<file path="src/rtl/chitchat_status_pkg.sv">
// Chitchat link status
`default_nettype none

package chitchat_status_pkg;

   // ------------------------------
   // Fault vector layout
   // ------------------------------
   localparam int FAULT_W     = 3;
   // Wrong protocol category or gateware type
   localparam int FAULT_PROT  = 0;
   // CRC remainder not zero
   localparam int FAULT_CRC   = 1;
   // Frame counter out of sequence
   localparam int FAULT_FRAME = 2;

   // ------------------------------
   // Link training
   // ------------------------------
   // Consecutive good frames needed for link up
   localparam int LINK_UP_CNT = 3;

   typedef enum logic [1:0] {
      LINK_DOWN,
      LINK_TRAIN,
      LINK_UP
   } link_state_e;

endpackage

`default_nettype wire

</file>
<file path="src/rtl/chitchat_pkg.sv">
// Chitchat frame format
`default_nettype none

package chitchat_pkg;

   // ------------------------------
   // Stream geometry
   // ------------------------------

   // One transceiver word per clock
   localparam int CC_WORD_W = 16;
   // Frames run back to back with no idle words
   localparam int CC_FRAME_WORDS = 11;

   // K28.5 sits in the low byte of word 0 while k is high
   localparam logic [7:0] CC_COMMA = 8'hBC;

   // Header nibbles in word 0
   localparam logic [3:0] CC_PROTOCOL_CAT = 4'h1;
   localparam logic [3:0] CC_PROTOCOL_VER = 4'h1;

   // Gateware type the far end must report
   localparam logic [2:0] CC_GATEWARE_TYPE = 3'd1;

   // CCITT CRC, register preset to all ones
   localparam logic [CC_WORD_W-1:0] CC_CRC_INIT = '1;
   localparam logic [CC_WORD_W-1:0] CC_CRC_POLY = 16'h1021;

   // Words without a comma before sync counts as lost
   localparam int CC_TIMEOUT_WORDS = 15;

   // ------------------------------
   // Word slots within a frame
   // ------------------------------
   typedef enum logic [3:0] {
      W0  = 4'd0,   // Comma and header
      W1  = 4'd1,   // Gateware type, location, reserved
      W2  = 4'd2,   // rev_id high
      W3  = 4'd3,   // rev_id low
      W4  = 4'd4,   // data0 high
      W5  = 4'd5,   // data0 low
      W6  = 4'd6,   // data1 high
      W7  = 4'd7,   // data1 low
      W8  = 4'd8,   // Frame counter
      W9  = 4'd9,   // Loopback counter
      W10 = 4'd10   // CRC
   } cc_slot_e;

endpackage

`default_nettype wire
</file>
<file path="src/rtl/cc_check_if.sv">
// Chitchat frame check bundle
`timescale 1ns/10ps
`default_nettype none

interface cc_check_if;

   // Pulse while the CRC word of a frame is on the input
   logic last;
   // Word timer saturated, no comma seen for too long
   logic timeout;
   // Per-frame fault bits, only meaningful with last
   logic [chitchat_status_pkg::FAULT_W-1:0] faults;

   // Previous frame ended badly
   // so the decoder has no trusted counter to compare against
   logic prev_bad;

   // Decoder side
   modport dec (
      output last,
      output timeout,
      output faults,
      input  prev_bad
   );

   // Monitor side
   modport mon (
      input  last,
      input  timeout,
      input  faults,
      output prev_bad
   );

endinterface

`default_nettype wire

</file>
<file path="src/rtl/cc_payload_if.sv">
// Chitchat payload bundle
`timescale 1ns/10ps
`default_nettype none

interface cc_payload_if;

   // Header fields
   logic [3:0]  protocol_ver;
   logic [2:0]  gateware_type;
   logic [2:0]  location;

   // Application words
   logic [31:0] rev_id;
   logic [31:0] data0;
   logic [31:0] data1;

   // Counters, one word each
   logic [chitchat_pkg::CC_WORD_W-1:0] frame_counter;
   logic [chitchat_pkg::CC_WORD_W-1:0] loopback_frame_counter;

   // Producer side
   modport src (
      output protocol_ver, gateware_type, location,
      output rev_id, data0, data1,
      output frame_counter, loopback_frame_counter
   );

   // Consumer side
   modport dst (
      input protocol_ver, gateware_type, location,
      input rev_id, data0, data1,
      input frame_counter, loopback_frame_counter
   );

endinterface

`default_nettype wire

</file>
<file path="src/rtl/chitchat_top.sv">
// Chitchat link top level
`timescale 1ns/10ps
`default_nettype none

module chitchat_top (
   input  logic        clk,
   input  logic        rst_n,

   // Transmit application side
   input  logic [3:0]  tx_protocol_ver,
   input  logic [2:0]  tx_gateware_type,
   input  logic [2:0]  tx_location,
   input  logic [31:0] tx_rev_id,
   input  logic [31:0] tx_data0,
   input  logic [31:0] tx_data1,
   input  logic [15:0] tx_loopback_frame_counter,
   // Transmit line side
   output logic [15:0] tx_gtx_d,
   output logic        tx_gtx_k,
   output logic [15:0] local_frame_counter,

   // Receive line side
   input  logic [15:0] rx_gtx_d,
   input  logic        rx_gtx_k,
   // Receive application side
   output logic        rx_valid,
   output logic [3:0]  rx_protocol_ver,
   output logic [2:0]  rx_gateware_type,
   output logic [2:0]  rx_location,
   output logic [31:0] rx_rev_id,
   output logic [31:0] rx_data0,
   output logic [31:0] rx_data1,
   output logic [15:0] rx_frame_counter,
   output logic [15:0] rx_loopback_frame_counter,
   // Link status
   output logic [2:0]  ccrx_fault,
   output logic [15:0] ccrx_fault_cnt,
   output logic        ccrx_los,
   output logic        ccrx_frame_drop
);

   cc_payload_if tx_pay ();
   cc_payload_if rx_pay ();
   cc_check_if   chk ();

   // ------------------------------
   // Transmit path
   // ------------------------------
   assign tx_pay.protocol_ver           = tx_protocol_ver;
   assign tx_pay.gateware_type          = tx_gateware_type;
   assign tx_pay.location               = tx_location;
   assign tx_pay.rev_id                 = tx_rev_id;
   assign tx_pay.data0                  = tx_data0;
   assign tx_pay.data1                  = tx_data1;
   assign tx_pay.loopback_frame_counter = tx_loopback_frame_counter;
   // Counter comes from the assembler itself
   assign tx_pay.frame_counter          = local_frame_counter;

   chitchat_tx u_tx (
      .clk                 (clk),
      .rst_n               (rst_n),
      .pay                 (tx_pay.dst),
      .gtx_d               (tx_gtx_d),
      .gtx_k               (tx_gtx_k),
      .local_frame_counter (local_frame_counter)
   );

   // ------------------------------
   // Receive path
   // ------------------------------
   chitchat_rx_decode u_dec (
      .clk   (clk),
      .rst_n (rst_n),
      .gtx_d (rx_gtx_d),
      .gtx_k (rx_gtx_k),
      .pay   (rx_pay.src),
      .chk   (chk.dec)
   );

   chitchat_rx_monitor u_mon (
      .clk             (clk),
      .rst_n           (rst_n),
      .chk             (chk.mon),
      .rx_valid        (rx_valid),
      .ccrx_frame_drop (ccrx_frame_drop),
      .ccrx_los        (ccrx_los),
      .ccrx_fault      (ccrx_fault),
      .ccrx_fault_cnt  (ccrx_fault_cnt)
   );

   assign rx_protocol_ver           = rx_pay.protocol_ver;
   assign rx_gateware_type          = rx_pay.gateware_type;
   assign rx_location               = rx_pay.location;
   assign rx_rev_id                 = rx_pay.rev_id;
   assign rx_data0                  = rx_pay.data0;
   assign rx_data1                  = rx_pay.data1;
   assign rx_frame_counter          = rx_pay.frame_counter;
   assign rx_loopback_frame_counter = rx_pay.loopback_frame_counter;

endmodule

`default_nettype wire

</file>
<file path="src/rtl/chitchat_rx_monitor.sv">
// Chitchat link monitor
`timescale 1ns/10ps
`default_nettype none

module chitchat_rx_monitor (
   input  logic        clk,
   input  logic        rst_n,
   cc_check_if.mon     chk,
   output logic        rx_valid,
   output logic        ccrx_frame_drop,
   output logic        ccrx_los,
   output logic [2:0]  ccrx_fault,
   output logic [15:0] ccrx_fault_cnt
);

   chitchat_status_pkg::link_state_e state;
   logic [$clog2(chitchat_status_pkg::LINK_UP_CNT + 1)-1:0] good_cnt;
   logic frame_bad;
   logic frame_good;
   logic link_up;

   assign frame_bad  = chk.last & (|chk.faults);
   assign frame_good = chk.last & ~(|chk.faults);
   assign link_up    = (state == chitchat_status_pkg::LINK_UP);

   // Latched fault or lost sync leaves no counter to trust
   assign chk.prev_bad = (|ccrx_fault) | ccrx_los;

   // ------------------------------
   // Link state
   // ------------------------------
   always_ff @(posedge clk or negedge rst_n) begin
      if (!rst_n) begin
         state    <= chitchat_status_pkg::LINK_DOWN;
         good_cnt <= '0;
      end else if (chk.timeout | frame_bad) begin
         state    <= chitchat_status_pkg::LINK_DOWN;
         good_cnt <= '0;
      end else if (frame_good && !link_up) begin
         good_cnt <= good_cnt + 1'b1;
         if (good_cnt + 1 == chitchat_status_pkg::LINK_UP_CNT) begin
            state <= chitchat_status_pkg::LINK_UP;
         end else begin
            state <= chitchat_status_pkg::LINK_TRAIN;
         end
      end
   end

   // ------------------------------
   // Frame decision and status
   // ------------------------------
   always_ff @(posedge clk or negedge rst_n) begin
      if (!rst_n) begin
         rx_valid        <= 1'b0;
         ccrx_frame_drop <= 1'b0;
         ccrx_los        <= 1'b0;
         ccrx_fault      <= '0;
         ccrx_fault_cnt  <= '0;
      end else begin
         rx_valid        <= frame_good & link_up;
         // Bad frames and training frames are both dropped
         ccrx_frame_drop <= frame_bad | (frame_good & ~link_up);
         if (chk.last | chk.timeout) begin
            ccrx_los <= chk.timeout;
         end
         // Faults only count once some good frame was seen
         if (frame_bad && state != chitchat_status_pkg::LINK_DOWN) begin
            ccrx_fault     <= chk.faults;
            ccrx_fault_cnt <= ccrx_fault_cnt + 16'd1;
         end else if (frame_good) begin
            ccrx_fault <= '0;
         end
      end
   end

   // One decision per frame end, never both pulses
   a_one_decision : assert property (
      @(posedge clk) disable iff (!rst_n)
      (rx_valid | ccrx_frame_drop) |-> (rx_valid ^ ccrx_frame_drop) && $past(chk.last)
   );

endmodule

`default_nettype wire

</file>
<file path="src/rtl/chitchat_rx_decode.sv">
// Chitchat receive decoder
`timescale 1ns/10ps
`default_nettype none

module chitchat_rx_decode (
   input  logic        clk,
   input  logic        rst_n,
   input  logic [15:0] gtx_d,
   input  logic        gtx_k,
   cc_payload_if.src   pay,
   cc_check_if.dec     chk
);

   logic [3:0]  word_count;
   logic [3:0]  slot_now;
   logic [15:0] gtx_dd;
   logic [15:0] crc;
   logic [15:0] remainder;
   logic [15:0] expect_cnt;
   logic        wrong_prot;
   logic        wrong_frame;
   logic        crc_fault;

   // ------------------------------
   // Word timer
   // ------------------------------
   // Zero on the word after the comma, parks at the timeout count
   always_ff @(posedge clk or negedge rst_n) begin
      if (!rst_n) begin
         word_count <= '0;
      end else if (gtx_k) begin
         word_count <= '0;
      end else if (!chk.timeout) begin
         word_count <= word_count + 4'd1;
      end
   end

   assign chk.timeout = (word_count == 4'(chitchat_pkg::CC_TIMEOUT_WORDS));

   // Slot of the word now on gtx_d
   assign slot_now = word_count + 4'd1;
   assign chk.last = (slot_now == chitchat_pkg::W10);

   // ------------------------------
   // CRC check
   // ------------------------------
   crc16 u_crc (
      .clk   (clk),
      .rst_n (rst_n),
      .clear (gtx_k),
      .din   (gtx_d),
      .crc   (crc)
   );

   // Folding a word equal to the register clears it
   // so the remainder after W10 is just this XOR
   assign remainder = crc ^ gtx_d;
   assign crc_fault = chk.last & (|remainder);

   // ------------------------------
   // Header and sequence checks
   // ------------------------------
   always_ff @(posedge clk or negedge rst_n) begin
      if (!rst_n) begin
         wrong_prot  <= 1'b0;
         wrong_frame <= 1'b0;
         // First frame after reset carries counter zero
         expect_cnt  <= '0;
      end else begin
         if (slot_now == chitchat_pkg::W1) begin
            // W0 is in the delay register by now
            wrong_prot <= (gtx_dd[15:12] != chitchat_pkg::CC_PROTOCOL_CAT) |
                          (gtx_d[15:13] != chitchat_pkg::CC_GATEWARE_TYPE);
         end
         if (slot_now == chitchat_pkg::W8) begin
            expect_cnt  <= gtx_d + 16'd1;
            // No trusted reference after a bad frame
            wrong_frame <= !chk.prev_bad && (gtx_d != expect_cnt);
         end
      end
   end

   always_comb begin
      chk.faults = '0;
      chk.faults[chitchat_status_pkg::FAULT_PROT]  = wrong_prot;
      chk.faults[chitchat_status_pkg::FAULT_CRC]   = crc_fault;
      chk.faults[chitchat_status_pkg::FAULT_FRAME] = wrong_frame;
   end

   // ------------------------------
   // Field unpacking
   // ------------------------------
   always_ff @(posedge clk) begin
      gtx_dd <= gtx_d;
      case (slot_now)
         chitchat_pkg::W1: begin
            pay.protocol_ver  <= gtx_dd[11:8];
            pay.gateware_type <= gtx_d[15:13];
            pay.location      <= gtx_d[12:10];
         end
         chitchat_pkg::W3: pay.rev_id                 <= {gtx_dd, gtx_d};
         chitchat_pkg::W5: pay.data0                  <= {gtx_dd, gtx_d};
         chitchat_pkg::W7: pay.data1                  <= {gtx_dd, gtx_d};
         chitchat_pkg::W8: pay.frame_counter          <= gtx_d;
         chitchat_pkg::W9: pay.loopback_frame_counter <= gtx_d;
         default: ;
      endcase
   end

   // A comma where the CRC word belongs means a short frame
   a_last_no_comma : assert property (
      @(posedge clk) disable iff (!rst_n) chk.last |-> !gtx_k
   );

endmodule

`default_nettype wire

</file>
<file path="src/rtl/chitchat_tx.sv">
// Chitchat frame assembler
`timescale 1ns/10ps
`default_nettype none

module chitchat_tx (
   input  logic        clk,
   input  logic        rst_n,
   cc_payload_if.dst   pay,
   output logic [15:0] gtx_d,
   output logic        gtx_k,
   output logic [15:0] local_frame_counter
);

   chitchat_pkg::cc_slot_e slot;
   logic [15:0] word;
   logic [15:0] crc;
   logic        frame_start;
   logic        frame_end;
   logic [15:0] frame_cnt;

   // Payload held for the rest of the frame
   logic [2:0]  gateware_type_q;
   logic [2:0]  location_q;
   logic [31:0] rev_id_q;
   logic [31:0] data0_q;
   logic [31:0] data1_q;
   logic [15:0] loopback_q;

   assign frame_start = (slot == chitchat_pkg::W0);
   assign frame_end   = (slot == chitchat_pkg::cc_slot_e'(chitchat_pkg::CC_FRAME_WORDS - 1));

   // ------------------------------
   // Slot sequencer and counters
   // ------------------------------
   always_ff @(posedge clk or negedge rst_n) begin
      if (!rst_n) begin
         slot      <= chitchat_pkg::W0;
         frame_cnt <= '0;
      end else if (frame_end) begin
         slot      <= chitchat_pkg::W0;
         // Wraps at 16 bits
         frame_cnt <= frame_cnt + 16'd1;
      end else begin
         slot <= chitchat_pkg::cc_slot_e'(slot + 4'd1);
      end
   end

   assign local_frame_counter = frame_cnt;

   // Snapshot taken while W0 goes out
   always_ff @(posedge clk) begin
      if (frame_start) begin
         gateware_type_q <= pay.gateware_type;
         location_q      <= pay.location;
         rev_id_q        <= pay.rev_id;
         data0_q         <= pay.data0;
         data1_q         <= pay.data1;
         loopback_q      <= pay.loopback_frame_counter;
      end
   end

   // ------------------------------
   // Word multiplexer
   // ------------------------------
   always_comb begin
      case (slot)
         chitchat_pkg::W0: word = {chitchat_pkg::CC_PROTOCOL_CAT, pay.protocol_ver,
                                   chitchat_pkg::CC_COMMA};
         chitchat_pkg::W1: word = {gateware_type_q, location_q, 10'b0};
         chitchat_pkg::W2: word = rev_id_q[31:16];
         chitchat_pkg::W3: word = rev_id_q[15:0];
         chitchat_pkg::W4: word = data0_q[31:16];
         chitchat_pkg::W5: word = data0_q[15:0];
         chitchat_pkg::W6: word = data1_q[31:16];
         chitchat_pkg::W7: word = data1_q[15:0];
         chitchat_pkg::W8: word = frame_cnt;
         chitchat_pkg::W9: word = loopback_q;
         // W10 carries the CRC of W0 to W9
         default:          word = crc;
      endcase
   end

   // CRC restarts on the header word
   crc16 u_crc (
      .clk   (clk),
      .rst_n (rst_n),
      .clear (frame_start),
      .din   (word),
      .crc   (crc)
   );

   // Registered line outputs
   always_ff @(posedge clk or negedge rst_n) begin
      if (!rst_n) begin
         gtx_d <= '0;
         gtx_k <= 1'b0;
      end else begin
         gtx_d <= word;
         gtx_k <= frame_start;
      end
   end

   // Comma on W0 only, one every frame length
   a_comma_period : assert property (
      @(posedge clk) disable iff (!rst_n)
      gtx_k |-> (gtx_d[7:0] == chitchat_pkg::CC_COMMA) ##1 !gtx_k [*10] ##1 gtx_k
   );

endmodule

`default_nettype wire

</file>
<file path="src/rtl/crc16.sv">
// CRC-16 word engine
`timescale 1ns/10ps
`default_nettype none

module crc16 (
   input  logic                               clk,
   input  logic                               rst_n,
   input  logic                               clear,
   input  logic [chitchat_pkg::CC_WORD_W-1:0] din,
   output logic [chitchat_pkg::CC_WORD_W-1:0] crc
);

   logic [chitchat_pkg::CC_WORD_W-1:0] acc;
   logic                               fb;

   // Bit serial CCITT update unrolled over one word
   // MSB of the word goes in first
   always_comb begin
      acc = clear ? chitchat_pkg::CC_CRC_INIT : crc;
      for (int i = chitchat_pkg::CC_WORD_W - 1; i >= 0; i--) begin
         fb  = acc[chitchat_pkg::CC_WORD_W-1] ^ din[i];
         acc = {acc[chitchat_pkg::CC_WORD_W-2:0], 1'b0};
         if (fb) begin
            acc = acc ^ chitchat_pkg::CC_CRC_POLY;
         end
      end
   end

   always_ff @(posedge clk or negedge rst_n) begin
      if (!rst_n) begin
         crc <= chitchat_pkg::CC_CRC_INIT;
      end else begin
         crc <= acc;
      end
   end

   // Reload comes once per frame and never on two words in a row
   a_clear_spaced : assert property (
      @(posedge clk) disable iff (!rst_n) clear |=> !clear
   );

endmodule

`default_nettype wire

</file>
<file path="config.mk">
export PLATFORM = sky130hd
export DESIGN_NAME = chitchat_top
export DESIGN_NICKNAME = d
export VERILOG_FILES = /design/src/rtl/chitchat_status_pkg.sv /design/src/rtl/chitchat_pkg.sv /design/src/rtl/cc_check_if.sv /design/src/rtl/cc_payload_if.sv /design/src/rtl/chitchat_top.sv /design/src/rtl/chitchat_rx_monitor.sv /design/src/rtl/chitchat_rx_decode.sv /design/src/rtl/chitchat_tx.sv /design/src/rtl/crc16.sv
export SDC_FILE = /design/constraint.sdc
export NUM_CORES = 1
export LEC_CHECK = 0
export BUFFER_PORTS_ARGS = -buffer_cell sky130_fd_sc_hd__buf_2
export CORE_MARGIN = 2
export CORE_UTILIZATION = 30
export DETAILED_ROUTE_END_ITERATION = 6
export GPL_TIMING_DRIVEN = 0
export SYNTH_ARGS = -nofsm -noshare
export SYNTH_HDL_FRONTEND = slang
export SYNTH_SLANG_ARGS = --single-unit
</file>
<file path="constraint.sdc">
create_clock -name clk -period 6.9 [get_ports clk]
set_input_delay 0.69 -clock clk [delete_from_list [all_inputs] [get_ports clk]]
set_output_delay 0.69 -clock clk [all_outputs]
set_load 0.1 [all_outputs]
</file>
=== Word level (Yosys, flattened, before mapping) ===
Index checks and enable logic that the tools add are counted.
W data, S select, Z words.

* Bits in registers: 389
* Bits in latches: 0
* Bits in writable memories: 0
* Bits in read-only memories: 0
* Input bits: 141
* Output and inout port bits: 193
* Memories: 0

* $add $sub $neg: 7
* $mul: 0
* Div/mod/pow operators: 0
* Magnitude comparators: 0
* Eq/ne operators: 24
* Shift-type cells: 0
* Mux-type cells: 45
* Bitwise operators: 77
* Reduce and logical (&&, ||, !) cells: 12

{| class="wikitable"
|+ Operators with widths
! kind !! number
|-
| $mux W13 || 32
|-
| $pmux W16 S10 || 1
|-
| $not A3 Y3 || 32
|-
| $add A16 B1 Y16 const B || 3
|-
| $eq A32 B2 Y1 const B || 1
|-
| $mux W16 || 2
|-
| $xor A1 B1 Y1 || 32
|-
| $eq A4 B4 Y1 const B || 7
|-
| $eq A4 B3 Y1 const B || 6
|-
| $ne A16 B16 Y1 || 1
|-
| $reduce_or A16 Y1 || 1
|-
| $xor A16 B16 Y16 || 1
|-
| $eq A4 B2 Y1 const B || 3
|-
| $mux W4 || 3
|-
| $mux W2 || 5
|-
| $add A4 B1 Y4 const B || 2
|-
| $eq A4 B1 Y1 const B || 2
|-
| $mux W3 || 2
|-
| $reduce_bool A2 Y1 || 3
|-
| $reduce_or A3 Y1 || 2
|-
| $and A1 B1 Y1 || 5
|-
| $or A1 B1 Y1 || 5
|-
| $logic_not A4 Y1 || 1
|-
| $ne A4 B1 Y1 const B || 1
|-
| other kinds (8) || 12
|}

=== Logic depth before layout (Yosys ltp) ===
* Depth after elaboration: 34
* Mapped depth: 14
* Gate-level depth less buffers: 11

=== Hierarchy ===
From an unflattened synthesis, not the netlist that was laid out.

* Cell total of the unflattened synthesis: 1081
* Area total of the unflattened synthesis: 16213.0 um^2

{| class="wikitable"
|+ By module, submodules not included
! module !! times used !! cells an instance !! area an instance (um^2)
|-
| chitchat_tx || 1 || 443 || 6461.2
|-
| chitchat_rx_decode || 1 || 357 || 6309.8
|-
| crc16 || 2 || 91 || 1137.3
|-
| chitchat_rx_monitor || 1 || 99 || 1167.4
|}

=== Worst setup path before layout ===
OpenSTA, ideal clock, no wires.

* Path type: flip-flop to flip-flop
* From: register u_tx.slot[1]
* To: register u_tx.u_crc.crc[11] (netlist name)
* Data arrival time: 5862 ps
* Required time: 6825 ps
* Setup slack: 962 ps
* Stages on the path, launching flop included: 11
* Clock period less this slack: 5938 ps
* Cells stage by stage: dfrtp_1 > buf_2 > nor2_1 > nand2_1 > inv_1 > clkbuf_1 > a211oi_1 > o2111ai_1 > o21a_4 > xor2_2 > xnor2_1

* Cells in the longest elaborated chain, start to end: 18
* Elaborated cells between the ends (all ways): 37

{| class="wikitable"
|+ Ends and longest elaborated chain
! item !! RTL line !! source
|-
| start: declaration || chitchat_tx.sv:14 || <nowiki>chitchat_pkg::cc_slot_e slot;</nowiki>
|-
| start signal: assignment || chitchat_tx.sv:37 || <nowiki>slot <= chitchat_pkg::W0;</nowiki>
|-
| start signal: assignment || chitchat_tx.sv:40 || <nowiki>slot <= chitchat_pkg::W0;</nowiki>
|-
| start signal: assignment || chitchat_tx.sv:44 || <nowiki>slot <= chitchat_pkg::cc_slot_e'(slot + 4'd1);</nowiki>
|-
| $logic_not A4 Y1 (*) || chitchat_tx.sv:29 || <nowiki>assign frame_start = (slot == chitchat_pkg::W0);</nowiki>
|-
| named net u_tx.frame_start || chitchat_tx.sv:17 || <nowiki>logic frame_start;</nowiki>
|-
| $pmux W16 S10 or $mux W16 (tied branches) || chitchat_tx.sv:66, crc16.sv:19 ||
|-
| $xor A1 B1 Y1 or $not A3 Y3 (tied branches) || n/a ||
|-
| $mux W13 || crc16.sv:23 || <nowiki>if (fb) begin</nowiki>
|-
| $xor A1 B1 Y1 || crc16.sv:21 || <nowiki>fb = acc[chitchat_pkg::CC_WORD_W-1] ^ din[i];</nowiki>
|-
| $mux W13 (5 in series) || crc16.sv:23 ||
|-
| $not A3 Y3 (no line) || n/a ||
|-
| $mux W13 (*) (7 in series) || crc16.sv:23 ||
|-
| named net u_tx.u_crc.acc (one bit) || crc16.sv:13 || <nowiki>logic [chitchat_pkg::CC_WORD_W-1:0] acc;</nowiki>
|-
| end signal: assignment || crc16.sv:31 || <nowiki>crc <= chitchat_pkg::CC_CRC_INIT;</nowiki>
|-
| end: declaration || crc16.sv:10 || <nowiki>output logic [chitchat_pkg::CC_WORD_W-1:0] crc</nowiki>
|}

The timed path passes the listed nets; every way through them passes the cells marked *.
A chain may end at the register's enable or synchronous reset.

=== Final worst setup path ===
* From: register u_tx.slot[3]
* To: register u_tx.u_crc.crc[12] (netlist name)

* Cells in the longest elaborated chain, start to end: 18
* Elaborated cells between the ends (all ways): 42

{| class="wikitable"
|+ Ends and longest elaborated chain
! item !! RTL line !! source
|-
| $eq A4 B4 Y1, or another cell as far along || chitchat_tx.sv:66 || <nowiki>case (slot)</nowiki>
|-
| $pmux W16 S10 or $mux W16 (tied branches) || chitchat_tx.sv:66, crc16.sv:19 ||
|-
| $xor A1 B1 Y1 or $mux W13 (tied branches) || crc16.sv:21, crc16.sv:23 ||
|-
| $mux W13 (3 in series) || crc16.sv:23 ||
|-
| $mux W13 or $not A3 Y3 (tied branches) || n/a ||
|-
| $mux W13 || crc16.sv:23 ||
|-
| $not A3 Y3 (no line), or another cell as far along || n/a ||
|-
| $mux W13 (5 in series) || crc16.sv:23 ||
|-
| $mux W13 or $not A3 Y3 (tied branches) || n/a ||
|-
| $mux W13 || crc16.sv:23 ||
|-
| $not A3 Y3 (no line) or $xor A1 B1 Y1 (tied branches) || n/a ||
|-
| $mux W13 (*) || crc16.sv:23 ||
|-
| named net u_tx.u_crc.acc (one bit) || crc16.sv:13 ||
|}

Marks and branches as above.

==> results.toml <==
[critical_path]
worstReg2RegStart = "u_tx.slot[3]$_DFF_PN0_"
critPathKind = "reg -> reg"
slowest_stage = "o21ai_0"
path_common_cell = "a31oi_1"
crit_family = "compound AO/OA/AOI/OAI gates"
r2r_slack_ns = 3.12
ff2ff_path_depth = 9
required_ns = 7.38
startpoint_type = "flip-flop"
cp.depth = 9
cp_cell_sequence = "nor2_1, a31oi_1, o31ai_1, a31oi_1, o21ai_0, mux2_2, a31oi_4, xnor3_1, xnor2_1"
arrival_ns = 4.27
max_stage_delay_ns = 0.90
crit_path_end_kind = "flip-flop"
r2r-end = "u_tx.u_crc.crc[12]$_DFF_PN1_"
path_buf_inv = 0
worstPathMaxFanout = 9

[finish]
layout.cells.non_filler = 2232
utilization_pct = 38.2
final_cell_area_um2 = 20100
num-nets-final = 1660
area_delta_synth_final_pct = 25.8
diodes = 0
drive_gt1_share_pct = 32.7

[timing]
fin_setup_tns_ns = 0
finClkSkew_ns = 0.0207
period_needed_ns = 3.78
final_hold_viol_count = 0
slew-limit-headroom_pct = 22.2
max_freq_mhz = 264
finalCritPeriodShare_pct = 54.8
maxSlewViolCount = 0
worst_pin_slew_ns = 1.16
rsz0062_at_grt = "no"
setup_viol = 0

[die]
core_um2 = 52700
die_w_um = 235
rows = 84
fp.dieArea_um2 = 55200
start_util_pct = 30.4
die_height_um = 235
ios = 334

[power_and_ir_drop]
p_leak_nw = 7.94
p_per_area_nw_per_um2 = 334
p_total_mw = 6.73
ir_drop_mv = 0.190

[clock_network]
numCtsBuffers = 43
cts_tree = "done"
clk_latency_ns = 0.58
clock_path_buffers = 3
cts_root_buf = "clkbuf_16"
clk_pin_slew_ns = 0.06
cts_sinks = 389
htree_levels = 2

[synthesis]
yosysMostFrequentCell = "edfxtp_1"
synth_area_per_cell_um2 = 14.2
yosys-top-cells-area = "edfxtp_1, dfrtp_1, xnor2_1"
ys_seq_area_share_pct = 68.6
synth_edf_count = 256
synth_fp_nets = 1275
yosysUniqueCellTypes = 84
synth_cells = 1125
yosys.area.top_type_share_pct = 48.0
yosys-top-cells-count = "edfxtp_1, xnor2_1, nor2_1"
synth_top_area_cell = "edfxtp_1"
ys_async_sr_fraction_pct = 30.1
synth_area_um2 = 16000
synth.ff_latch_count = 389
ys_warn_count = 0
ys.flop_type = "edfxtp_1"

[placed_design]
dp_cells = 2152
post_dp_cell_area_um2 = 18700
post-dp-hpwl_mm = 30.3
gp_congestion = 0.858
io_buffer_count = 333

[global_route]
grt_overflow = 0
antenna_found_initial = 1
grt.total_usage_pct = 14.7
grt_pass1_vias = 10529
grt_max_degree = 87
grt_first_pass_wirelength_mm = 63.5

[detailed_routing]
routed.top_layer = "met5"
initialDrtViolationCount = 548
wl_per_cell_um = 18.6
wl_met1_mm = 16.9
remaining_drc_errors = 0
viasPerCell = 4.61
dr_wl_met3_mm = 3.04
routed_wl_mm = 41.5
num_vias = 10296
ant_nets = 0
wl_met2_mm = 20.1
dr.pass1.iters = 4

[min_path]
hold_class = "in -> reg"
worstHoldEndpoint = "u_tx.rev_id_q[25]$_DFFE_PP_"
hold_start = "tx_rev_id[25]"
hold_depth = 1

[status]
status = "finished clean"

[job]
maxCapViolCount = 0
## worst max path at each step
stage / startpoint / end
2_1_floorplan: u_tx.slot[1]$_DFF_PN0_ / u_tx.u_crc.crc[11]$_DFF_PN1_
6_report: u_tx.slot[3]$_DFF_PN0_ / u_tx.u_crc.crc[12]$_DFF_PN1_
3_5_place_dp: rx_gtx_d[0] / u_mon.good_cnt[0]$_DFFE_PN0P_
4_1_cts: u_tx.slot[3]$_DFF_PN0_ / u_tx.u_crc.crc[5]$_DFF_PN1_
3_3_place_gp: u_tx.slot[1]$_DFF_PN0_ / u_tx.u_crc.crc[6]$_DFF_PN1_
5_1_grt: u_tx.slot[3]$_DFF_PN0_ / u_tx.u_crc.crc[5]$_DFF_PN1_
## final cells by class
class	instances	area [um2]
fill	4997	32500
sequential	389	11000
multi-input combinational	660	4670
timing repair buffer	340	1810
clock buffer	60	1230
tap	688	861
buffer	56	312
clock inverter	19	196
inverter	20	75.1
## metrics by stage
stage | setup WS [ns] | hold WS [ns]
floorplan | 0.962 | 0.394
global placement | -1.79 | 0.424
detailed placement | 3.21 | 0.437
CTS | 3.23 | 0.256
global route | 3.05 | 0.254
finish | 3.12 | 0.285
## layout by cell type (no fill, tap or decap), drive strengths merged, types with 3 or more instances in the layout
master | netlist | layout
o221ai | 4 | 4
o21ai | 36 | 36
o21a | 7 | 7
o22ai | 7 | 7
nor4 | 7 | 7
xnor2 | 121 | 121
or2 | 6 | 6
ha | 9 | 9
mux2 | 16 | 16
a211oi | 4 | 4
nand4 | 18 | 18
a22oi | 14 | 14
nand2 | 66 | 66
dfxtp | 16 | 16
nor3 | 19 | 19
a32oi | 5 | 5
clkbuf | 28 | 88
a22o | 7 | 7
and3 | 12 | 12
nor3b | 3 | 3
buf | 28 | 367
nand3 | 29 | 29
nor2 | 88 | 88
inv | 20 | 24
xor2 | 54 | 54
mux2i | 17 | 17
a21oi | 30 | 30
a31oi | 9 | 9
dfstp | 32 | 32
clkinv | 0 | 7
nand2b | 11 | 11
nor2b | 19 | 19
a221oi | 3 | 3
o32ai | 3 | 3
edfxtp | 256 | 256
clkinvlp | 0 | 6
dfrtp | 85 | 85
## state kept, by name (all words and copies together), names as in the netlist, 3 cells and up
| name | flops |
|---|---|
| u_tx.data0_q | 32 |
| u_tx.rev_id_q | 32 |
| u_dec.word_count | 4 |
| u_tx.location_q | 3 |
| u_tx.loopback_q | 16 |
| u_dec.pay.data0 | 32 |
| u_dec.pay.rev_id | 32 |
| u_dec.pay.protocol_ver | 4 |
| u_dec.pay.gateware_type | 3 |
| u_dec.pay.loopback_frame_counter | 16 |
| u_dec.pay.location | 3 |
| u_dec.pay.frame_counter | 16 |
| u_tx.slot | 4 |
| u_dec.gtx_dd | 16 |
| u_tx.local_frame_counter | 16 |
| u_mon.ccrx_fault_cnt | 16 |
| u_tx.gateware_type_q | 3 |
| u_dec.pay.data1 | 32 |
| u_tx.gtx_d | 16 |
| u_dec.expect_cnt | 16 |
| u_tx.data1_q | 32 |
| u_dec.u_crc.crc | 16 |
| u_mon.ccrx_fault | 3 |
| u_tx.u_crc.crc | 16 |
## report_power, final
part           leakage, nW  internal [mW]  switching [mW]
clock network        0.677           1.34           0.958
registers             3.83           2.76           0.105
logic                 3.42          0.671           0.892
total                 7.94           4.78            1.96
## layer usage
metal  vias up  track usage (%)
li1       4814                -
met2       417             24.9
met3        70             4.08
met4         2             5.95
met5         -                0
met1      4993             17.7
## timing repair
item,in CTS,in global routing
endpoints found under the hold margin,26,0
setup buffers,0,0
hold buffers,1,0
resized for setup,0,0
## cell families after synthesis
kind of cell,synth area share (%)
adders and majority gates,0.704
AOI/OAI and AO/OA,6.80
buffers and inverters,2.39
muxes,2.49
xor gates and xnor gates,10.3
and+or+nand+nor,8.75
DFF,68.6
(Power assumes the default switching activity.)
